--- src/cpuPkg.sv ---
package cpuPkg;

    // machine word and memory address
    localparam int dataWidth     = 16;
    localparam int addrWidth     = 8;

    // micro-sequencer sizing, 40 routine states plus halt1
    localparam int numStates     = 41;
    localparam int stateIdxWidth = 6;

    // ALT forms take their address or source from a register
    typedef enum logic [4:0] {
        opNop = 5'd0,
        opMov, opAltMov,
        opLdr, opAltLdr,
        opStr, opAltStr,
        opCmp,
        opB, opBgt, opBlt, opBeq,
        opAdd, opSub, opMul, opLsr, opAnd, opOr, opMvn,
        opHalt
    } opcode_e;

    // counter values, each routine starts at its first entry
    typedef enum logic [stateIdxWidth-1:0] {
        fetch1 = 6'd0, fetch2, fetch3,
        nop1,
        mov1,
        altMov1, altMov2,
        ldr1, ldr2,
        altLdr1, altLdr2, altLdr3, altLdr4,
        str1, str2, str3, str4,
        altStr1, altStr2, altStr3, altStr4,
        cmp1,
        b1, bgt1, blt1, beq1,
        add1, add2, sub1, sub2, mul1, mul2, lsr1, lsr2,
        and1, and2, or1, or2, mvn1, mvn2,
        halt1
    } stateIdx_e;

    typedef enum logic [3:0] {
        busPc = 4'd0, busDr, busAr, busAc, busMem, busTr, busRop1, busRop2, busGpr1
    } busSel_e;

    typedef enum logic [2:0] {
        aluAdd = 3'd0, aluSub, aluMul, aluLsr, aluAnd, aluOr, aluMvn, aluPass
    } aluSel_e;

    // register form for ALU ops and ALT forms, immediate form for the rest
    typedef union packed {
        struct packed {
            opcode_e    opcode;
            logic [2:0] rd;
            logic [2:0] rs1;
            logic [2:0] rs2;
            logic [1:0] spare;
        } regForm;
        struct packed {
            opcode_e    opcode;
            logic [2:0] rd;
            logic [7:0] imm;
        } immForm;
    } instrWord_u;

endpackage

--- src/aluUnit.sv ---
`timescale 1ns/1ps

module aluUnit (
    input  logic [cpuPkg::dataWidth-1:0] a,
    input  logic [cpuPkg::dataWidth-1:0] b,
    input  cpuPkg::aluSel_e              aluSel,
    output logic [cpuPkg::dataWidth-1:0] result,
    output logic [3:0]                   flagsNext
);
    import cpuPkg::*;

    logic [dataWidth:0] sum;
    logic [dataWidth:0] diff;
    logic               carry;
    logic               overflow;

    assign sum  = {1'b0, a} + {1'b0, b};
    // carry out set means no borrow
    assign diff = {1'b0, a} + {1'b0, ~b} + 1'b1;

    always_comb begin
        carry    = 1'b0;
        overflow = 1'b0;
        case (aluSel)
            aluAdd: begin
                result   = sum[dataWidth-1:0];
                carry    = sum[dataWidth];
                overflow = (a[dataWidth-1] == b[dataWidth-1])
                         && (result[dataWidth-1] != a[dataWidth-1]);
            end
            aluSub: begin
                result   = diff[dataWidth-1:0];
                carry    = diff[dataWidth];
                overflow = (a[dataWidth-1] != b[dataWidth-1])
                         && (result[dataWidth-1] != a[dataWidth-1]);
            end
            // low half of the product only
            aluMul:  result = a * b;
            aluLsr:  result = a >> b[$clog2(dataWidth)-1:0];
            aluAnd:  result = a & b;
            aluOr:   result = a | b;
            aluMvn:  result = ~a;
            default: result = a;
        endcase
    end

    assign flagsNext = {result[dataWidth-1], result == '0, carry, overflow};

endmodule

--- src/dataPath.sv ---
`timescale 1ns/1ps

module dataPath (
    input  logic                         clk,
    input  logic                         reset,
    input  logic                         rselLoad,
    input  logic                         rop1Load,
    input  logic                         rop2Load,
    input  logic                         trLoad,
    input  logic                         arLoad,
    input  logic                         pcLoad,
    input  logic                         drLoad,
    input  logic                         acLoad,
    input  logic                         irLoad,
    input  logic                         gprLoad,
    input  logic                         pcInc,
    input  cpuPkg::aluSel_e              aluSel,
    input  cpuPkg::busSel_e              busSel,
    input  logic [cpuPkg::dataWidth-1:0] memData,
    output cpuPkg::opcode_e              opcode,
    output logic [cpuPkg::addrWidth-1:0] address,
    output logic [cpuPkg::dataWidth-1:0] bus,
    output logic                         flagN,
    output logic                         flagZ,
    output logic                         flagC,
    output logic                         flagV
);
    import cpuPkg::*;

    logic [addrWidth-1:0] pc;
    logic [addrWidth-1:0] ar;
    logic [dataWidth-1:0] dr;
    logic [dataWidth-1:0] tr;
    logic [dataWidth-1:0] ac;
    logic [dataWidth-1:0] rop1;
    logic [dataWidth-1:0] rop2;
    logic [dataWidth-1:0] rop2Next;
    logic [2:0]           rsel;
    logic [2:0]           gpr1Idx;
    logic [dataWidth-1:0] gpr [0:7];
    instrWord_u           ir;
    instrWord_u           drWord;
    logic [dataWidth-1:0] aluResult;
    logic [3:0]           aluFlags;

    aluUnit alu0 (
        .a         (rop1),
        .b         (rop2),
        .aluSel    (aluSel),
        .result    (aluResult),
        .flagsNext (aluFlags)
    );

    // DR holds the fetched word during fetch3
    assign drWord  = dr;
    assign opcode  = drWord.immForm.opcode;
    assign address = ar;

    // immediate forms feed imm as the second operand
    always_comb begin
        case (drWord.regForm.opcode)
            opMov, opLdr, opStr, opB, opBgt, opBlt, opBeq: begin
                rop2Next = dataWidth'(drWord.immForm.imm);
            end
            default: begin
                rop2Next = gpr[drWord.regForm.rs2];
            end
        endcase
    end

    // ALT mov copies from rs1, stores read back rd
    assign gpr1Idx = (ir.regForm.opcode == opAltMov) ? ir.regForm.rs1 : rsel;

    // system bus
    always_comb begin
        case (busSel)
            busPc:   bus = dataWidth'(pc);
            busDr:   bus = dr;
            busAr:   bus = dataWidth'(ar);
            busAc:   bus = ac;
            busMem:  bus = memData;
            busTr:   bus = tr;
            busRop1: bus = rop1;
            busRop2: bus = rop2;
            busGpr1: bus = gpr[gpr1Idx];
            default: bus = '0;
        endcase
    end

    always_ff @(posedge clk) begin
        if (reset) begin
            pc <= '0;
            {flagN, flagZ, flagC, flagV} <= 4'b0000;
        end else begin
            if (pcLoad) begin
                pc <= bus[addrWidth-1:0];
            end else if (pcInc) begin
                pc <= pc + 1'b1;
            end
            // flags only move with AC
            if (acLoad) begin
                {flagN, flagZ, flagC, flagV} <= aluFlags;
            end
        end
    end

    always_ff @(posedge clk) begin
        if (arLoad) ar <= bus[addrWidth-1:0];
        if (drLoad) dr <= bus;
        if (trLoad) tr <= bus;
        if (acLoad) ac <= aluResult;
        if (irLoad) ir <= bus;
        if (rselLoad) rsel <= drWord.immForm.rd;
        if (rop1Load) rop1 <= gpr[drWord.regForm.rs1];
        if (rop2Load) rop2 <= rop2Next;
        if (gprLoad) gpr[rsel] <= bus;
    end

endmodule

--- config.mk ---
export PLATFORM = sky130hd
export DESIGN_NAME = dataPath
export DESIGN_NICKNAME = d
export VERILOG_FILES = /design/src/cpuPkg.sv /design/src/aluUnit.sv /design/src/dataPath.sv
export SDC_FILE = /design/constraint.sdc
export NUM_CORES = 1
export LEC_CHECK = 0
export ABC_AREA = 1
export ABC_CLOCK_PERIOD_IN_PS = 15900
export BUFFER_PORTS_ARGS = -buffer_cell sky130_fd_sc_hd__buf_2
export CAP_MARGIN = 20
export CORE_ASPECT_RATIO = 1.75
export CORE_UTILIZATION = 55
export CTS_BUF_LIST = sky130_fd_sc_hd__clkbuf_8 sky130_fd_sc_hd__clkbuf_16
export CTS_CLUSTER_DIAMETER = 50
export DETAILED_ROUTE_END_ITERATION = 10
export GPL_ROUTABILITY_DRIVEN = 0
export HOLD_SLACK_MARGIN = 0.02
export PLACE_DENSITY = 0.73
export SETUP_SLACK_MARGIN = 0.5
export SYNTH_ARGS = -nofsm -noshare
export SYNTH_HDL_FRONTEND = slang
export SYNTH_SLANG_ARGS = --single-unit
--- constraint.sdc ---
create_clock -name clk -period 15.9 [get_ports clk]
set_clock_uncertainty 0.15 [all_clocks]
set_input_delay 0.795 -clock clk [delete_from_list [all_inputs] [get_ports clk]]
set_output_delay 0.795 -clock clk [all_outputs]
set_load 0.02 [all_outputs]
==> metrics.cfg <==
[yosys]
synth_ff_type=edfxtp_1
synth-seq-area-share_pct=36.5
postSynthAreaPerCell_um2=7.83
synth_area_um2=19500
synthTopCellsByCount=nand2_1, inv_1, o21ai_0, edfxtp_1, nor2_1
synth_cell_types=43
async_reset_ff_share_pct=0
synth_edf_count=227
yosys_warnings=0
synth_area_leaders=edfxtp_1, nand2_1, fa_1
syn_inst=2491
post-synth-top-count-cell=nand2_1
yosys_register_bits=242
synth_area_leader_cell=edfxtp_1
synth_top_area_share_pct=35.0
syn_nets=2708

[outcome]
outcome=finished clean

[setup_path]
cp-start-kind=flip-flop
reg2reg_depth=24
worstPathRequired_ps=16180
crit_chain=ha_1 > inv_1 > fa_1 > fa_1 > inv_1 > fa_1 > fa_1 > inv_1 > fa_1 > fa_1 > inv_1 > ha_1 > nand2_1 > a21oi_1 > a211oi_1 > o21ai_0 > a31oi_1 > inv_1 > nand3_1 > nand3_1 > nand3_1 > nand2_1 > nand4_1 > a21oi_1
worstSetupPathType=reg -> reg
end_kind=flip-flop
crit_path_frequent_cell=fa_1
crit_path_max_incr_delay_ps=730
cp.arrival_ps=6710
critPathMaxFanout=13
slowest_stage=edfxtp_1

[die]
initial_core_util_pct=56.2
die_h_um=251
die_w_um=144
rows=90
core_region_area_um2=34700
ioPinCount=69
dieArea_um2=36200

[sta]
rsz0062_at_grt=no
slew_headroom_pct=25.8
holdWs_ps=334
min_period_ps=6440
hold_viol=0
fin_setup_tns_ps=0
finalMaxSlewViolations=0
finalSetupViolations=0
period_share_pct=40.5
worst_slack_ps=9460
tightestPinTransition_ps=1110
max_freq_mhz=155

[clocking]
cts_root_buffer=clkbuf_16
hold_buffers=0
cts_htree_levels=1
worstSkewPairLatency_ps=550
clk_pin_slew_ps=70
cts_resized=0
post_cts_buffers=0
cts_tree=yes
numCtsBuffers=23
clock_sinks=242
clock_tree.buffer_depth=3

[drt]
firstDrtPassIters=9
wl_per_cell_um=23.5
routed_wl_mm=69.9
post_drt_via_cell_ratio=6.28
route.vias.total=18700
remaining_drc_errors=0
drtAntennaViolNets=0
drtIter0Drc=2066

[placed_design]
io_buffer_count=68
placed_cell_area_um2=20100
place_ws_ps=9620
place_hpwl_mm=48.8
dp_cells=2929

[pwr]
ir_drop_v=0.000216
power.total_mw=3.92
power_density_nw_per_um2=187
leakagePower_nw=9.62

[grt]
use_met1_pct=41.6
busiest_layer=met2
grt_use_met3_pct=10.3
globalRouteTotalUtil_pct=40.0
met2_usage_pct=64.3
grt_pass1_wl_mm=105
grt_pass1_vias=18100
grt_max_degree=111
antenna_found_initial=8
grt_overflow=0

[final_layout]
final_util_pct=60.5
nets=2714
final_area_um2=21000
final_cells=2978
drive_gt1_share_pct=6.80
area_growth_pct=7.60

[hold_path]
hold_path_class=in -> reg
min_delay_path_depth=1

[flow_run]
max_cap_viol_count=0

## routing by layer
metal  routed length [µm]  part of all wire (%)  vias up
li1                     -                     -     8314
met1                21700                    31     8567
met2                32900                    47     1303
met3                 7070                    10      504
met4                 8190                    12       10
met5                  102                  0.15        -
## final timing paths
path	from	to	slack (ps)
min reg2reg	flagC	flagC	340
min	rselLoad	rsel[1]	330
max reg2reg	rop1[7]	flagZ	9460
max	rop1[7]	flagZ	9460
## worst max-delay path, delay by kind of cell, from the launching register on
kind	cells	cell delay [ps]
AND/OR/NAND/NOR	6	590
buffers and inverters	5	410
flip-flops	1	730
AO/OA/AOI/OAI	5	790
adder cells (fa/ha/maj)	8	3680
## flip-flops by register name, indices dropped and copies added, names as in the netlist, named ones only
register and flops:
gpr 128, ac 16, dr 16, rop1 16
rop2 16, tr 16, address 8, ir 8
pc 8, rsel 3, flagC 1, flagN 1
flagV 1, flagZ 1
## report_power, final
group	leakage [nW]	internal [mW]	switching, mW
combinational	6.91	0.876	1.62
sequential	2.30	0.780	0.0669
clock	0.400	0.319	0.255
total	9.62	1.97	1.95
## cells in the final DEF, fill, tap and decap left out, types with 25 or more instances in the layout
cell | netlist | routed
o21ai_0 | 265 | 264
ha_1 | 100 | 100
nand4_1 | 27 | 27
o221ai_1 | 25 | 25
nand2_1 | 490 | 490
buf_4 | 9 | 41
a221oi_1 | 25 | 25
fa_1 | 81 | 81
inv_1 | 409 | 413
o211ai_1 | 47 | 47
buf_2 | 34 | 68
edfxtp_1 | 227 | 227
nor2_1 | 206 | 206
a31oi_1 | 29 | 29
a21oi_1 | 138 | 138
nand3_1 | 167 | 167
## final cells by class
cell class / instances / area (µm²)
Clock inverter: 19 / 200
Sequential cell: 242 / 7120
Fill cell: 3165 / 13700
Tap cell: 460 / 576
Inverter: 425 / 1600
Timing Repair Buffer: 110 / 676
Clock buffer: 23 / 576
Multi-Input combinational cell: 1695 / 10200
Antenna cell: 4 / 10.0
## cells by family after synthesis
logic type               count (synthesis)  share of synthesized area, %
AND/OR/NAND/NOR                        915                          19.4
AO/OA/AOI/OAI                          568                          16.8
buffers and inverters                  554                          11.1
flip-flops                             242                          36.5
adder cells (fa/ha/maj)                181                          14.7
XOR/XNOR                                31                          1.39
(Power assumes the default switching activity.)
