--- config.mk ---
export PLATFORM = sky130hd
export DESIGN_NAME = controlLogic
export DESIGN_NICKNAME = d
export VERILOG_FILES = /design/src/cpuPkg.sv /design/src/controlLogic.sv
export SDC_FILE = /design/constraint.sdc
export NUM_CORES = 1
export LEC_CHECK = 0
export BUFFER_PORTS_ARGS = -buffer_cell sky130_fd_sc_hd__buf_2
export CAP_MARGIN = 20
export CORE_ASPECT_RATIO = 2
export CORE_MARGIN = 2
export CORE_UTILIZATION = 35
export DETAILED_ROUTE_END_ITERATION = 12
export SYNTH_ARGS = -nofsm -noshare
export SYNTH_HDL_FRONTEND = slang
export SYNTH_SLANG_ARGS = --single-unit
--- constraint.sdc ---
create_clock -name vclk -period 11
set_clock_uncertainty 0.15 [all_clocks]
set_input_delay 1.65 -clock vclk [all_inputs]
set_output_delay 1.65 -clock vclk [all_outputs]
set_load 0.1 [all_outputs]
--- src/cpuPkg.sv ---
package cpuPkg;

    // machine word and memory address
    localparam int dataWidth     = 16;
    localparam int addrWidth     = 8;

    // micro-sequencer sizing, 40 routine states plus halt1
    localparam int numStates     = 41;
    localparam int stateIdxWidth = 6;

    // ALT forms take their address or source from a register
    typedef enum logic [4:0] {
        opNop = 5'd0,
        opMov, opAltMov,
        opLdr, opAltLdr,
        opStr, opAltStr,
        opCmp,
        opB, opBgt, opBlt, opBeq,
        opAdd, opSub, opMul, opLsr, opAnd, opOr, opMvn,
        opHalt
    } opcode_e;

    // counter values, each routine starts at its first entry
    typedef enum logic [stateIdxWidth-1:0] {
        fetch1 = 6'd0, fetch2, fetch3,
        nop1,
        mov1,
        altMov1, altMov2,
        ldr1, ldr2,
        altLdr1, altLdr2, altLdr3, altLdr4,
        str1, str2, str3, str4,
        altStr1, altStr2, altStr3, altStr4,
        cmp1,
        b1, bgt1, blt1, beq1,
        add1, add2, sub1, sub2, mul1, mul2, lsr1, lsr2,
        and1, and2, or1, or2, mvn1, mvn2,
        halt1
    } stateIdx_e;

    typedef enum logic [3:0] {
        busPc = 4'd0, busDr, busAr, busAc, busMem, busTr, busRop1, busRop2, busGpr1
    } busSel_e;

    typedef enum logic [2:0] {
        aluAdd = 3'd0, aluSub, aluMul, aluLsr, aluAnd, aluOr, aluMvn, aluPass
    } aluSel_e;

    // register form for ALU ops and ALT forms, immediate form for the rest
    typedef union packed {
        struct packed {
            opcode_e    opcode;
            logic [2:0] rd;
            logic [2:0] rs1;
            logic [2:0] rs2;
            logic [1:0] spare;
        } regForm;
        struct packed {
            opcode_e    opcode;
            logic [2:0] rd;
            logic [7:0] imm;
        } immForm;
    } instrWord_u;

endpackage

--- src/controlLogic.sv ---
`timescale 1ns/1ps

module controlLogic (
    input  logic [cpuPkg::numStates-1:0] cpuState,
    input  logic                         flagN,
    input  logic                         flagZ,
    input  logic                         flagC,
    input  logic                         flagV,
    output logic                         rselLoad,
    output logic                         rop1Load,
    output logic                         rop2Load,
    output logic                         trLoad,
    output logic                         arLoad,
    output logic                         pcLoad,
    output logic                         drLoad,
    output logic                         acLoad,
    output logic                         irLoad,
    output logic                         gprLoad,
    output logic                         memLoad,
    output logic                         pcInc,
    output logic                         counterLd,
    output logic                         counterInc,
    output logic                         counterClr,
    output cpuPkg::aluSel_e              aluSel,
    output cpuPkg::busSel_e              busSel
);
    import cpuPkg::*;

    logic                 stateValid;
    logic [numStates-1:0] st;
    logic                 takeBgt;
    logic                 takeBlt;
    logic                 takeBeq;

    // a vector that is not one-hot drives nothing
    assign stateValid = $onehot(cpuState);
    assign st         = stateValid ? cpuState : '0;

    // conditions on the flags left by the last cmp
    assign takeBgt = ~flagZ & (flagN == flagV);
    assign takeBlt = flagN != flagV;
    assign takeBeq = flagZ;

    // fetch3 latches the decoded fields and jumps to the routine
    assign irLoad    = st[fetch3];
    assign rselLoad  = st[fetch3];
    assign rop1Load  = st[fetch3];
    assign rop2Load  = st[fetch3];
    assign counterLd = st[fetch3];
    assign pcInc     = st[fetch2];

    assign arLoad  = st[fetch1] | st[ldr1] | st[altLdr1] | st[str1] | st[altStr1];
    assign drLoad  = st[fetch2] | st[altLdr2] | st[str3] | st[altStr3];
    assign trLoad  = st[altMov1] | st[altLdr3] | st[str2] | st[altStr2];
    assign acLoad  = st[cmp1] | st[add1] | st[sub1] | st[mul1] | st[lsr1]
                   | st[and1] | st[or1] | st[mvn1];
    assign gprLoad = st[mov1] | st[altMov2] | st[ldr2] | st[altLdr4]
                   | st[add2] | st[sub2] | st[mul2] | st[lsr2]
                   | st[and2] | st[or2] | st[mvn2];
    assign memLoad = st[str4] | st[altStr4];

    // untaken branches just fall through to the next fetch
    assign pcLoad = st[b1] | (st[bgt1] & takeBgt) | (st[blt1] & takeBlt)
                  | (st[beq1] & takeBeq);

    // step inside a routine
    assign counterInc = st[fetch1] | st[fetch2] | st[altMov1] | st[ldr1]
                      | st[altLdr1] | st[altLdr2] | st[altLdr3]
                      | st[str1] | st[str2] | st[str3]
                      | st[altStr1] | st[altStr2] | st[altStr3]
                      | st[add1] | st[sub1] | st[mul1] | st[lsr1]
                      | st[and1] | st[or1] | st[mvn1];

    // last state of every routine goes back to fetch1
    assign counterClr = st[nop1] | st[mov1] | st[altMov2] | st[ldr2] | st[altLdr4]
                      | st[str4] | st[altStr4] | st[cmp1]
                      | st[b1] | st[bgt1] | st[blt1] | st[beq1]
                      | st[add2] | st[sub2] | st[mul2] | st[lsr2]
                      | st[and2] | st[or2] | st[mvn2];

    always_comb begin
        case (1'b1)
            st[fetch2], st[ldr2], st[altLdr2]: busSel = busMem;
            st[fetch3], st[altLdr3], st[str4], st[altStr4]: busSel = busDr;
            st[altMov2], st[altLdr4], st[str3], st[altStr3]: busSel = busTr;
            st[altLdr1], st[altStr1]: busSel = busRop1;
            st[altMov1], st[str2], st[altStr2]: busSel = busGpr1;
            // immediate operand for moves, addresses and branch targets
            st[mov1], st[ldr1], st[str1],
            st[b1], st[bgt1], st[blt1], st[beq1]: busSel = busRop2;
            st[add2], st[sub2], st[mul2], st[lsr2],
            st[and2], st[or2], st[mvn2]: busSel = busAc;
            default: busSel = busPc;
        endcase
    end

    always_comb begin
        case (1'b1)
            st[add1]: aluSel = aluAdd;
            // cmp is a subtract that only keeps the flags
            st[sub1], st[cmp1]: aluSel = aluSub;
            st[mul1]: aluSel = aluMul;
            st[lsr1]: aluSel = aluLsr;
            st[and1]: aluSel = aluAnd;
            st[or1]: aluSel = aluOr;
            st[mvn1]: aluSel = aluMvn;
            default: aluSel = aluPass;
        endcase
    end

    // halt1 falls into every default above and so raises nothing

endmodule

==> results of run 1 <==
kinds of logic (layout without fill, tap and decap cells):
family / after synthesis / in the layout / share of synthesized area [%]
adders and majority gates: 41 / 41 / 55.2
and+or+nand+nor: 45 / 45 / 19.6
AOI/OAI and AO/OA: 15 / 15 / 7.32
buffers and inverters: 58 / 119 / 17.2
xor gates and xnor gates: 1 / 1 / 0.649
critical path, delay by kind of cell:
family	cells	cell delay (ns)
adders and majority gates	8	3.94
and+or+nand+nor	4	1.27
buffers and inverters	5	0.75
worst paths after layout:
kind,slack [ns],endpoint,start,cells after the start
hold / removal,3.63,busSel[3],cpuState[9],3
setup / recovery,1.58,busSel[3],cpuState[11],17
cell type report:
class                      instances  area [sq um]
fill                             423          2050
tap                               51          63.8
inverter                          53           199
timing repair buffer              66           330
multi-input combinational        102          1120
metrics by stage:
stage                     util (%)  setup slack, ns  hold slack [ns]  cells
after floorplan                  -            0.825             3.26    160
after global placement        45.4             1.61             3.62    272
after detailed placement      45.4             1.55             3.63    272
after CTS                     45.4             1.53             3.63    272
after global routing          45.4             1.36             3.64    272
final                         45.4             1.58             3.63    272
routing by layer:
| layer | wire length (microns) | vias up |
|---|---|---|
| met4 | 19 | 0 |
| met5 | 0 | - |
| li1 | - | 613 |
| met2 | 1800 | 64 |
| met3 | 243 | 2 |
| met1 | 1300 | 579 |
cell usage in the layout (no fill, tap or decap):
cell type	instances
a21oi_2	1
nor4b_2	1
nor3b_1	1
or3_4	1
nand3_1	2
xor2_1	1
inv_1	53
nor3_1	4
nand4_1	1
a31oi_1	2
o21ai_0	2
nor2b_1	1
nor4_1	8
a41oi_1	1
nor4_4	1
and3_1	1
nor2_1	16
a21oi_1	4
fa_1	31
ha_1	10
buf_2	66
nand2_1	5
a211oi_1	1
o21bai_1	1
nor4b_1	1
nand3_2	1
a21o_1	2
a311oi_1	1
nor4_2	1
==> flow_metrics.env, run 1 <==
export IMPL_synth_top_area_share_pct=46.0
export IMPL_syn_area_per_cell_sq_um=8.44
export IMPL_finalCritPeriodShare_pct=85.6
export IMPL_crit_top_cell="fa_1"
export IMPL_core_sq_um=3760
export IMPL_ys_warn_count=0
export IMPL_regArea_sq_um=0
export IMPL_dieArea_sq_um=4400
export IMPL_grt_use_met3_pct=0.197
export IMPL_die_w_microns=47.9
export IMPL_num_nets_final=309
export IMPL_n_antenna_cell=0
export IMPL_tns_ns=0
export IMPL_viasPerCell=4.63
export IMPL_slew_viol_final=0
export IMPL_die_h_microns=91.8
export IMPL_slowest_stage="fa_1"
export IMPL_ant_nets=0
export IMPL_max_stage_delay_ns=0.56
export IMPL_drc=0
export IMPL_grt_start_max_net_pins=18
export IMPL_setup_viol=0
export IMPL_top_usage_layer="met2"
export IMPL_start_kind="input port"
export IMPL_status="complete, no violations"
export IMPL_holdBufCountCts=0
export IMPL_crit_type="input port to output pin"
export IMPL_gp_congestion=0.899
export IMPL_met1_usage_pct=22.9
export IMPL_grt_pass1_wl_mm=5.59
export IMPL_gr_total_overflow=0
export IMPL_drt_pass1_iter_count=4
export IMPL_worstPathCellList="buf_2, fa_1, inv_1, fa_1, inv_1, fa_1, fa_1, fa_1, inv_1, fa_1, fa_1, fa_1, nor4b_2, nand3_2, or3_4, nor4_4, buf_2"
export IMPL_final_layout_size_suffix_gt1_share_pct=32.6
export IMPL_grt_pass1_vias=1293
export IMPL_arrival_ns=7.62
export IMPL_portBuffers=66
export IMPL_dpl_instance_area_sq_um=1710
export IMPL_vias=1258
export IMPL_tightest_slew_ns=0.633
export IMPL_hpwl_mm=3.22
export IMPL_seq_cells=0
export IMPL_first_iter_violations=13
export IMPL_cts_setup_buffers=0
export IMPL_max_freq_ghz=0.106
export IMPL_antenna_found_initial=0
export IMPL_synth_most_common_cell="inv_1"
export IMPL_nClkBuffers=0
export IMPL_end_kind="output pin"
export IMPL_gr_usage_met2_pct=30.2
export IMPL_synth_area_top_cells="fa_1 (46%), inv_1 (15%), ha_1 (9.3%)"
export IMPL_synth_area_sq_um=1350
export IMPL_timing_slew_headroom_pct=57.5
export IMPL_cp_max_fo=17
export IMPL_seq_area_frac_synth_pct=0
export IMPL_pin_count=67
export IMPL_yosys_area_top_type="fa_1"
export IMPL_hold_viol_final=0
export IMPL_post_cts_resized=0
export IMPL_synthDistinctLibCells=30
export IMPL_post_route_cell_area_sq_um=1710
export IMPL_rsz0062_at_grt="false"
export IMPL_synth_common_cells="inv_1 (53), fa_1 (31), nor2_1 (16)"
export IMPL_num_rows=32
export IMPL_drt_total_wl_mm=3.37
export IMPL_track_usage_pct=16.9
export IMPL_critical_path_required_ns=9.20
export IMPL_fin_crit_ns=9.42
export IMPL_area_growth_pct=26.7
export IMPL_synth_cells=160
export IMPL_synth_nets=246
export IMPL_start_util_pct=35.9
export IMPL_avgRoutedWirePerCell_microns=12.4
export IMPL_hold_path_class="input port to output pin"
export IMPL_drv_cap=0
Power of run 1 is not shown: default switching activity piles up to over one toggle a cycle in this logic, so the estimate is an artifact.
==> inputs of run 2 (changes only) <==
Settings changed: PLACE_DENSITY set to 0.66.
Clock period 11 ns to 8.45 ns, I/O delays scaled along.
==> run 2 against run 1 <==
  * Count of clock-buffer cells in the layout did not move
  * Worst setup slack got worse by 1.3 ns
  * Die area did not move
  * First-iteration DRC count rose by 23%
  * Non-clock buffer count rose by 1
  * Worst hold slack got worse by 0.89 ns
  * Via count rose by 3.7%
  * Utilization rose by 6.4 points
==> flow_metrics.env, run 2 (synthesis gave the netlist of run 1 again) <==
export IMPL_status="complete, no violations"
export IMPL_hold_viol_final=0
export IMPL_final_common_cell="inv_1"
export IMPL_end_kind="output pin"
export IMPL_hold_path_class="input port to output pin"
export IMPL_viasPerCell=4.78
export IMPL_max_freq_ghz=0.122
export IMPL_cp_max_fo=2
export IMPL_die_w_microns=47.9
export IMPL_arrival_ns=6.79
export IMPL_drt_pass1_iter_count=4
export IMPL_hold_slack_ns=2.74
export IMPL_core_sq_um=3760
export IMPL_rsz0062_at_grt="false"
export IMPL_final_layout_size_suffix_gt1_share_pct=34.7
export IMPL_antenna_found_initial=0
export IMPL_nClkBuffers=0
export IMPL_min_from="cpuState[9]"
export IMPL_cts_setup_buffers=0
export IMPL_critical_path_required_ns=7.03
export IMPL_crit_type="input port to output pin"
export IMPL_regArea_sq_um=0
export IMPL_fin_crit_ns=8.21
export IMPL_n_antenna_cell=0
export IMPL_grt_pass1_wl_mm=6.11
export IMPL_die_h_microns=91.8
export IMPL_post_cts_resized=0
export IMPL_post_route_util_pct=51.9
export IMPL_num_rows=32
export IMPL_holdPathStages=3
export IMPL_pin_count=67
export IMPL_setup_viol=0
export IMPL_avgRoutedWirePerCell_microns=13.1
export IMPL_timing_slew_headroom_pct=56.8
export IMPL_grt_pass1_vias=1397
export IMPL_grt_start_max_net_pins=17
export IMPL_start_kind="input port"
export IMPL_slew_viol_final=0
export IMPL_first_iter_violations=16
export IMPL_finalCritPeriodShare_pct=97.1
export IMPL_tightest_slew_ns=0.643
export IMPL_hpwl_mm=3.34
export IMPL_drc=0
export IMPL_start_util_pct=35.9
export IMPL_final_cell_mix="inv_1 (53), buf_2 (52), fa_1 (31)"
export IMPL_num_fill_cells=404
export IMPL_multi_input_area_sq_um=1140
export IMPL_area_growth_pct=44.7
export IMPL_gr_total_overflow=0
export IMPL_portBuffers=66
export IMPL_track_usage_pct=18.3
export IMPL_ant_nets=0
export IMPL_num_nets_final=310
export IMPL_seq_cells=0
export IMPL_dieArea_sq_um=4400
export IMPL_vias=1304
export IMPL_gp_congestion=0.896
export IMPL_holdBufCountCts=0
export IMPL_min_to="busSel[3]"
export IMPL_drv_cap=0
export IMPL_drt_total_wl_mm=3.56
run 2: stage by stage:
step | TNS, ns | worst slack (ns) | instance area (sq um) | cells
floorplan | -2.32 | -0.398 | 1380 | 160
global placement | 0 | 0.268 | 1950 | 273
detailed placement | 0 | 0.223 | 1950 | 273
CTS | 0 | 0.199 | 1950 | 273
global route | 0 | 0.0174 | 1950 | 273
finish | 0 | 0.244 | 1950 | 273
run 2: final cells by class:
type,instances,area share [%]
tap,51,3.27
inverter,53,10.2
timing repair buffer,67,28.1
multi-input combinational,102,58.5
run 2: worst max-delay path: stages:
cell,delay (ns)
buf_2,0.11
fa_1,0.52
inv_1,0.05
fa_1,0.48
inv_1,0.06
fa_1,0.50
inv_1,0.05
fa_1,0.47
inv_1,0.05
fa_1,0.47
inv_1,0.05
fa_1,0.46
fa_1,0.52
fa_1,0.43
nor4b_2,0.26
nand3_2,0.12
or3_4,0.37
nor4_4,0.34
buf_12,0.21
run 2: worst max-delay path by stage:
stage | depth (start not counted) | startpoint | end | slack (ns)
floorplan | 17 | cpuState[29] | acLoad | -0.40
detailed placement | 17 | cpuState[11] | busSel[3] | 0.22
global route | 19 | cpuState[29] | busSel[3] | 0.02
finish | 19 | cpuState[29] | busSel[3] | 0.24
global placement | 17 | cpuState[11] | busSel[3] | 0.27
CTS | 17 | cpuState[11] | busSel[3] | 0.20
run 2: per-layer routing:
layer | track usage (%) | vias up | wire length (microns)
li1 | - | 620 | -
met1 | 25.1 | 632 | 1360
met2 | 32.0 | 50 | 1990
met3 | 0.394 | 2 | 193
met4 | 1.58 | 0 | 17
met5 | 0 | - | 0
Power of run 2 is left out for the same reason.
