[src/cpuPkg.sv]
package cpuPkg;

    // machine word and memory address
    localparam int dataWidth     = 16;
    localparam int addrWidth     = 8;

    // micro-sequencer sizing, 40 routine states plus halt1
    localparam int numStates     = 41;
    localparam int stateIdxWidth = 6;

    // ALT forms take their address or source from a register
    typedef enum logic [4:0] {
        opNop = 5'd0,
        opMov, opAltMov,
        opLdr, opAltLdr,
        opStr, opAltStr,
        opCmp,
        opB, opBgt, opBlt, opBeq,
        opAdd, opSub, opMul, opLsr, opAnd, opOr, opMvn,
        opHalt
    } opcode_e;

    // counter values, each routine starts at its first entry
    typedef enum logic [stateIdxWidth-1:0] {
        fetch1 = 6'd0, fetch2, fetch3,
        nop1,
        mov1,
        altMov1, altMov2,
        ldr1, ldr2,
        altLdr1, altLdr2, altLdr3, altLdr4,
        str1, str2, str3, str4,
        altStr1, altStr2, altStr3, altStr4,
        cmp1,
        b1, bgt1, blt1, beq1,
        add1, add2, sub1, sub2, mul1, mul2, lsr1, lsr2,
        and1, and2, or1, or2, mvn1, mvn2,
        halt1
    } stateIdx_e;

    typedef enum logic [3:0] {
        busPc = 4'd0, busDr, busAr, busAc, busMem, busTr, busRop1, busRop2, busGpr1
    } busSel_e;

    typedef enum logic [2:0] {
        aluAdd = 3'd0, aluSub, aluMul, aluLsr, aluAnd, aluOr, aluMvn, aluPass
    } aluSel_e;

    // register form for ALU ops and ALT forms, immediate form for the rest
    typedef union packed {
        struct packed {
            opcode_e    opcode;
            logic [2:0] rd;
            logic [2:0] rs1;
            logic [2:0] rs2;
            logic [1:0] spare;
        } regForm;
        struct packed {
            opcode_e    opcode;
            logic [2:0] rd;
            logic [7:0] imm;
        } immForm;
    } instrWord_u;

endpackage

[src/stateSequencer.sv]
`timescale 1ns/1ps

module stateSequencer (
    input  logic                         clk,
    input  logic                         reset,
    input  logic                         run,
    input  cpuPkg::opcode_e              opcode,
    input  logic                         counterLd,
    input  logic                         counterInc,
    input  logic                         counterClr,
    output logic [cpuPkg::numStates-1:0] cpuState,
    output logic                         halted
);
    import cpuPkg::*;

    stateIdx_e            stateIdx;
    stateIdx_e            startIdx;
    logic [numStates-1:0] oneHot;

    // first state of each routine
    always_comb begin
        case (opcode)
            opNop:    startIdx = nop1;
            opMov:    startIdx = mov1;
            opAltMov: startIdx = altMov1;
            opLdr:    startIdx = ldr1;
            opAltLdr: startIdx = altLdr1;
            opStr:    startIdx = str1;
            opAltStr: startIdx = altStr1;
            opCmp:    startIdx = cmp1;
            opB:      startIdx = b1;
            opBgt:    startIdx = bgt1;
            opBlt:    startIdx = blt1;
            opBeq:    startIdx = beq1;
            opAdd:    startIdx = add1;
            opSub:    startIdx = sub1;
            opMul:    startIdx = mul1;
            opLsr:    startIdx = lsr1;
            opAnd:    startIdx = and1;
            opOr:     startIdx = or1;
            opMvn:    startIdx = mvn1;
            opHalt:   startIdx = halt1;
            // unused encodings run as nop
            default:  startIdx = nop1;
        endcase
    end

    // frozen while stopped or once halt1 is reached
    always_ff @(posedge clk) begin
        if (reset) begin
            stateIdx <= fetch1;
        end else if (run && !halted) begin
            if (counterClr) begin
                stateIdx <= fetch1;
            end else if (counterLd) begin
                stateIdx <= startIdx;
            end else if (counterInc) begin
                stateIdx <= stateIdx_e'(stateIdx + 1'b1);
            end
        end
    end

    assign halted = (stateIdx == halt1);

    always_comb begin
        oneHot = '0;
        oneHot[stateIdx] = 1'b1;
    end

    // an all-zero vector keeps every strobe low until run
    assign cpuState = run ? oneHot : '0;

endmodule

[config.mk]
export PLATFORM = sky130hd
export DESIGN_NAME = stateSequencer
export DESIGN_NICKNAME = d
export VERILOG_FILES = /design/src/cpuPkg.sv /design/src/stateSequencer.sv
export SDC_FILE = /design/constraint.sdc
export NUM_CORES = 1
export LEC_CHECK = 0
export BUFFER_PORTS_ARGS = -buffer_cell sky130_fd_sc_hd__buf_2
export CORE_MARGIN = 2
export CORE_UTILIZATION = 47
export DETAILED_ROUTE_END_ITERATION = 12
export PLACE_DENSITY_LB_ADDON = 0.15
export RECOVER_POWER = 100
export SYNTH_ARGS = -nofsm -noshare
export SYNTH_HDL_FRONTEND = slang
export SYNTH_SLANG_ARGS = --single-unit
[constraint.sdc]
create_clock -name clk -period 4.1 [get_ports clk]
set_clock_uncertainty 0.15 [all_clocks]
set_input_delay 0.41 -clock clk [delete_from_list [all_inputs] [get_ports clk]]
set_output_delay 0.41 -clock clk [all_outputs]
set_load 0.05 [all_outputs]
==> results of run 1 <==
## worst max-delay path, stage by stage (launching register included)
cell                       delay, ns
sky130_fd_sc_hd__dfxtp_1        0.47
sky130_fd_sc_hd__inv_1          0.15
sky130_fd_sc_hd__nor2_1         0.16
sky130_fd_sc_hd__nand3_1        0.28
sky130_fd_sc_hd__nor2_1         0.18
sky130_fd_sc_hd__clkbuf_1       0.50
## cell type report
type | count | area [um2] | share of cell area (%)
clock buffers | 3 | 22.5 | 1.99
inverters | 9 | 33.8 | 2.99
multi-input cells | 127 | 712 | 63.0
flip-flops and latches | 6 | 120 | 10.6
well taps | 27 | 33.8 | 2.99
repair buffers | 52 | 208 | 18.4
## synth_stat cells, types with 3 or more instances
library cell              count  area, um2
sky130_fd_sc_hd__nor2_1      51        191
sky130_fd_sc_hd__nand2_1     10       37.5
sky130_fd_sc_hd__nand3_1     10       50.1
sky130_fd_sc_hd__o31ai_1      3       22.5
sky130_fd_sc_hd__nor3_1       5       25.0
sky130_fd_sc_hd__inv_1        8       30.0
sky130_fd_sc_hd__a21oi_1     11       55.1
sky130_fd_sc_hd__dfxtp_1      6        120
sky130_fd_sc_hd__ha_1         6       75.1
## power by group
part           internal (uW)  switching [uW]  total [uW]
sequential              60.5            4.58        65.1
clock                   33.2            22.7        55.9
combinational           20.7            44.3        65.0
total                    114            71.6         186
## metal layers
metal  vias up  wire, um  part of all wire, %  global-route usage [%]
li1        605         -                    -                       -
met1       558      1260                   45                    28.5
met2        29      1430                   51                    44.1
met3         5        81                  2.9                   0.920
met4         0        36                  1.3                    9.05
met5         -         0                    0                       0
## cells by family after synthesis
logic type	after synthesis	share of synthesized area, %
simple gates	90	47.7
compound gates	27	18.7
buf+inv	15	8.90
fa+ha+maj	6	7.97
flops	6	12.7
xor+xnor	2	1.86
mux	2	2.12
## final timing paths
path	endpoint	start	slack [ns]	cells past startpoint
max	cpuState[29]	stateIdx[3]	1.55	5
min	stateIdx[0]	reset	0.28	2
max reg2reg	stateIdx[1]	stateIdx[0]	2.12	6
min reg2reg	stateIdx[4]	stateIdx[4]	0.41	1
## placed cells by master, fill, tap and decap left out, drive strengths merged
cell type	n
ha	6
a221oi	1
o31ai	3
nor2	52
xnor2	1
o32ai	1
a211oi	1
buf	10
nand3b	2
xor2	1
nand2b	1
nand4b	2
a211o	2
nor2b	2
or2b	1
nor3	5
a21o	2
o22ai	2
clkbuf	45
nand3	11
nand2	10
or3	1
dfxtp	6
o2bb2ai	1
o211ai	2
inv	9
mux2i	2
nor3b	3
a21oi	11
o21ai	1
## through the flow
step                      cells  instance area [um2]  hold slack, ns  utilization (%)
final                       224                 1130           0.283             58.8
after global placement      221                 1190           0.435             61.7
after global routing        224                 1130           0.312             58.8
after detailed placement    221                 1190           0.430             61.7
after floorplan             148                  942           0.329                -
after CTS                   224                 1210           0.287             62.9
==> reports/qor_table.md, run 1 <==
| Result | Reported |
|:---|:---|
| Number of iterations in the first detailed-routing pass | 4 |
| Overall power after layout | 186 uW |
| Post-CTS Resized | 0 |
| Netlist area before placement | 942 um2 |
| Clk buf depth | 2 |
| Startpoint type of the worst setup path | flop |
| Synth async-reset ratio | 0% |
| TritonCTS clock tree | yes |
| Status | finished clean |
| Height of the die | 48.8 um |
| Total number of vias | 1197 |
| Maximum fanout along the worst path | 8 |
| Count of pins on the block boundary | 53 |
| Final GP Congestion | 0.844 |
| Global-route wire length before repair | 4600 um |
| DRC Markers | 0 |
| Via count of the first global-routing pass | 1043 |
| # Post-CTS Setup Buffers | 0 |
| Average footprint of a synthesized cell | 6.37 um2 |
| RSZ-0062 raised after global routing | false |
| Setup slack at placement | 1.96 ns |
| DRT antenna net count | 0 |
| Post-synth top flop | sky130_fd_sc_hd__dfxtp_1 |
| Hold violation count in the final report | 0 |
| Fmax | 0.391 GHz |
| Number of flip-flops in the largest register | 6 |
| Power density cells | 165 nW/um2 |
| Antenna violations before repair | 0 |
| Max VDD drop | 99.1 uV |
| Summed negative setup slack over all endpoints | 0 ns |
| Leak | 0.000448 uW |
| Top flop regs | stateIdx (6) |
| Via density per instance | 5.34 |
| WL per Instance | 12.5 um |
| Port bufs | 52 |
| Post-layout nets | 216 |
| Total number of placement rows | 16 |
| Half-perimeter wire length after placement | 2140 um |
| Data required, critical path | 3.54 ns |
| Slew HR | 59.3% |
| Endpoint kind of the worst setup timing path | primary output |
| Least-Margin Pin Slew | 0.613 ns |
| Detailed Route WL | 2810 um |
| Clock sink total | 6 |
| H-tree levels | 1 |
| Setup violations, final | 0 |
| Number of distinct standard cells referenced by the synthesized netlist | 37 |
| Chip Width | 48.8 um |
| Total core area | 1920 um2 |
| Maximum number of pins on one net before global-route repair | 13 |
| Hold-fix buffer count after cts | 0 |
| EDFF count, synth | 0 |
| FF+latch count, synth | 6 |
| Clock latency of the later-clocked register in the worst-skew pair | 0.25 ns |
| Post-route fraction of the period consumed by the critical path | 62.3% |
| Number of nets produced by synthesis | 165 |
| Count of mapped cells out of synthesis | 148 |
| Total grt overflow | 0 |
| Number of buffers created by CTS | 3 |
| Count of final max-slew check failures | 0 |
| Crit Path Category | reg -> out |
| CP arrival | 1.99 ns |
| YS warnings | 0 |
| Max-Cap Viols | 0 |
| Post-CTS clock slew at the launch and capture registers of the worst setup and hold paths | 0.05 ns |
| Largest reg by FF count | stateIdx |
| N_diodes | 0 |
| Post-route setup slack | 1.55 ns |
| Path class of the lowest-slack min-delay path | in -> reg |
| Fraction of layout cells with a size suffix above 1 | 8.63% |
| Effective utilization at floorplan | 49.0% |
| Sequential fraction of the synthesis area | 12.7% |
| Growth of design area from synthesis to finish | 19.9% |
| Die Area | 2380 um2 |
| Clk root buf | sky130_fd_sc_hd__clkbuf_4 |
| All-Layer GR Usage | 23.7% |
| Final critical-path required period | 2.55 ns |
| Layout filler cell count | 248 |
| Starting DRC count in detailed routing | 41 |
Note: power is estimated with default switching activity, not from simulation.
==> inputs of run 2 (changes only) <==
Settings changed: CORE_UTILIZATION 47 to 44.
Clock period 4.1 ns to 2.5 ns, I/O delays scaled along.
==> run 2 against run 1 <==
Count of clock-buffer cells in the layout is the same. Sequential power grew 63%. Wire length grew 1.8%. Largest power group is now combinational logic. Highest routed layer unchanged. Clock power grew 68%. Combinational power grew 65%. Core utilization shrank 1.2 points. Non-clock buffer count is the same. First-iteration DRC count grew 7.3%. Die area grew 6.3%. Hold slack lost 0.17 ns. Global-route usage grew 0.95 points.
==> reports/qor_table.md, run 2 (synthesized netlist as in run 1, its figures left out) <==
| Result | Reported |
|:---|:---|
| Status | finished clean |
| Growth of design area from synthesis to finish | 21.2% |
| Fraction of layout cells with a size suffix above 1 | 13.7% |
| Worst-case hold slack | 0.113 ns |
| WL per Instance | 12.7 um |
| Port bufs | 52 |
| DRC Markers | 0 |
| Ordered cell list for the critical path | inv_1 -> nor2_1 -> nand2_1 -> nor2_1 -> clkbuf_1 |
| Proportion of total power due to net switching | 38.8% |
| Via density per instance | 5.43 |
| Post-layout nets | 216 |
| Total core area | 1980 um2 |
| Internal Dissipation | 188 uW |
| Clk buf depth | 2 |
| Hold-fix buffer count after cts | 0 |
| Count of final max-slew check failures | 0 |
| Path class of the lowest-slack min-delay path | in -> reg |
| Crit Path Category | reg -> out |
| Top flop regs | stateIdx (6) |
| Data required, critical path | 2.10 ns |
| Chip Width | 50.3 um |
| Slew HR | 59.3% |
| Leading cell type in the layout, fill and taps excluded | sky130_fd_sc_hd__nor2_1 |
| Global-route wire length before repair | 5030 um |
| Post-CTS Resized | 0 |
| Max-Cap Viols | 0 |
| Hold violation count in the final report | 0 |
| Cell area after placement | 1190 um2 |
| Startpoint type of the worst setup path | flop |
| Share of power burned in the clock network | 30.5% |
| TritonCTS clock tree | yes |
| Total grt overflow | 0 |
| Slowest cell on the critical path | sky130_fd_sc_hd__dfxtp_1 |
| Critical path's largest stage delay | 0.48 ns |
| Total number of vias | 1217 |
| Number of flip-flops in the largest register | 6 |
| Antenna violations before repair | 0 |
| DRT antenna net count | 0 |
| Buffers & Inverters on Critical Path | 2 |
| Fmax | 0.437 GHz |
| Setup slack at placement | 0.610 ns |
| Number of iterations in the first detailed-routing pass | 4 |
| N_diodes | 0 |
| Final GP Congestion | 0.808 |
| Final instance area | 1140 um2 |
| Clock latency of the later-clocked register in the worst-skew pair | 0.25 ns |
| CP arrival | 1.89 ns |
| Total number of placement rows | 16 |
| Endpoint kind of the worst setup timing path | primary output |
| Family of cells with the greatest summed delay on the critical path | buffers and inverters |
| Layout filler cell count | 228 |
| Starting DRC count in detailed routing | 44 |
| Most used cells in the layout excluding fill and tap cells | 52 x sky130_fd_sc_hd__nor2_1, 32 x sky130_fd_sc_hd__clkbuf_1, 11 x sky130_fd_sc_hd__a21oi_1 |
| Post-route fraction of the period consumed by the critical path | 91.6% |
| Final critical-path required period | 2.29 ns |
| Detailed Route WL | 2860 um |
| Maximum fanout along the worst path | 8 |
| Die Area | 2530 um2 |
| Overall power after layout | 307 uW |
| Clock sink total | 6 |
| Post-route setup slack | 0.210 ns |
| Largest reg by FF count | stateIdx |
| H-tree levels | 1 |
| Number of buffers created by CTS | 3 |
| Leak | 0.000482 uW |
| Sw power | 119 uW |
| Max VDD drop | 213 uV |
| Combinational fraction of design power | 34.8% |
| Least-Margin Pin Slew | 0.614 ns |
| Power density cells | 269 nW/um2 |
| RSZ-0062 raised after global routing | false |
| Effective utilization at floorplan | 47.5% |
| Count of pins on the block boundary | 53 |
| Setup violations, final | 0 |
| All-Layer GR Usage | 24.6% |
| Clk root buf | sky130_fd_sc_hd__clkbuf_4 |
| Via count of the first global-routing pass | 1164 |
| Post-CTS clock slew at the launch and capture registers of the worst setup and hold paths | 0.05 ns |
| Most frequent CP cell | sky130_fd_sc_hd__nor2_1 |
| Half-perimeter wire length after placement | 2240 um |
| Height of the die | 50.3 um |
| Maximum number of pins on one net before global-route repair | 13 |
| Part of the total power dissipated in sequential elements | 34.7% |
| # Post-CTS Setup Buffers | 0 |
| Summed negative setup slack over all endpoints | 0 ns |
==> run 2: cell counts in the layout (fill, tap and decap cells not counted) <==
No cell type changed its count.
==> run 2: final cells by class <==
cell class	instances	area (um2)	share of cell area (%)
multi-input cells	127	712	62.3
repair buffers	52	220	19.3
flip-flops and latches	6	120	10.5
inverters	9	33.8	2.96
well taps	27	33.8	2.96
clock buffers	3	22.5	1.97
==> run 2: final timing paths <==
check / start / endpoint / slack [ns] / cells after the start
setup / recovery: stateIdx[3] / cpuState[9] / 0.21 / 5
hold / removal: reset / stateIdx[0] / 0.11 / 2
setup reg to reg: stateIdx[0] / stateIdx[0] / 0.55 / 6
hold reg to reg: stateIdx[4] / stateIdx[4] / 0.42 / 1
==> run 2: per-layer routing <==
metal | routed length, um | global-route usage, % | part of all wire (%)
met5 | 0 | 0 | 0
met2 | 1420 | 43.0 | 50
met3 | 167 | 5.95 | 5.8
met1 | 1260 | 31.0 | 44
met4 | 12 | 3.24 | 0.42
==> run 2: power by group through the flow <==
stage	Clock (uW)	Combinational (uW)	Sequential [uW]
floorplan	0	84.8	105
global placement	0	106	108
detailed placement	0	109	108
CTS	96.1	110	106
global route	102	119	107
finish	93.8	107	106
==> run 2: through the flow <==
| step | std cells | utilization (%) |
|---|---|---|
| 6_report | 224 | 57.6 |
| 5_1_grt | 224 | 57.6 |
| 4_1_cts | 224 | 61.0 |
| 3_5_place_dp | 221 | 59.8 |
| 3_3_place_gp | 221 | 59.8 |
| 2_1_floorplan | 148 | - |
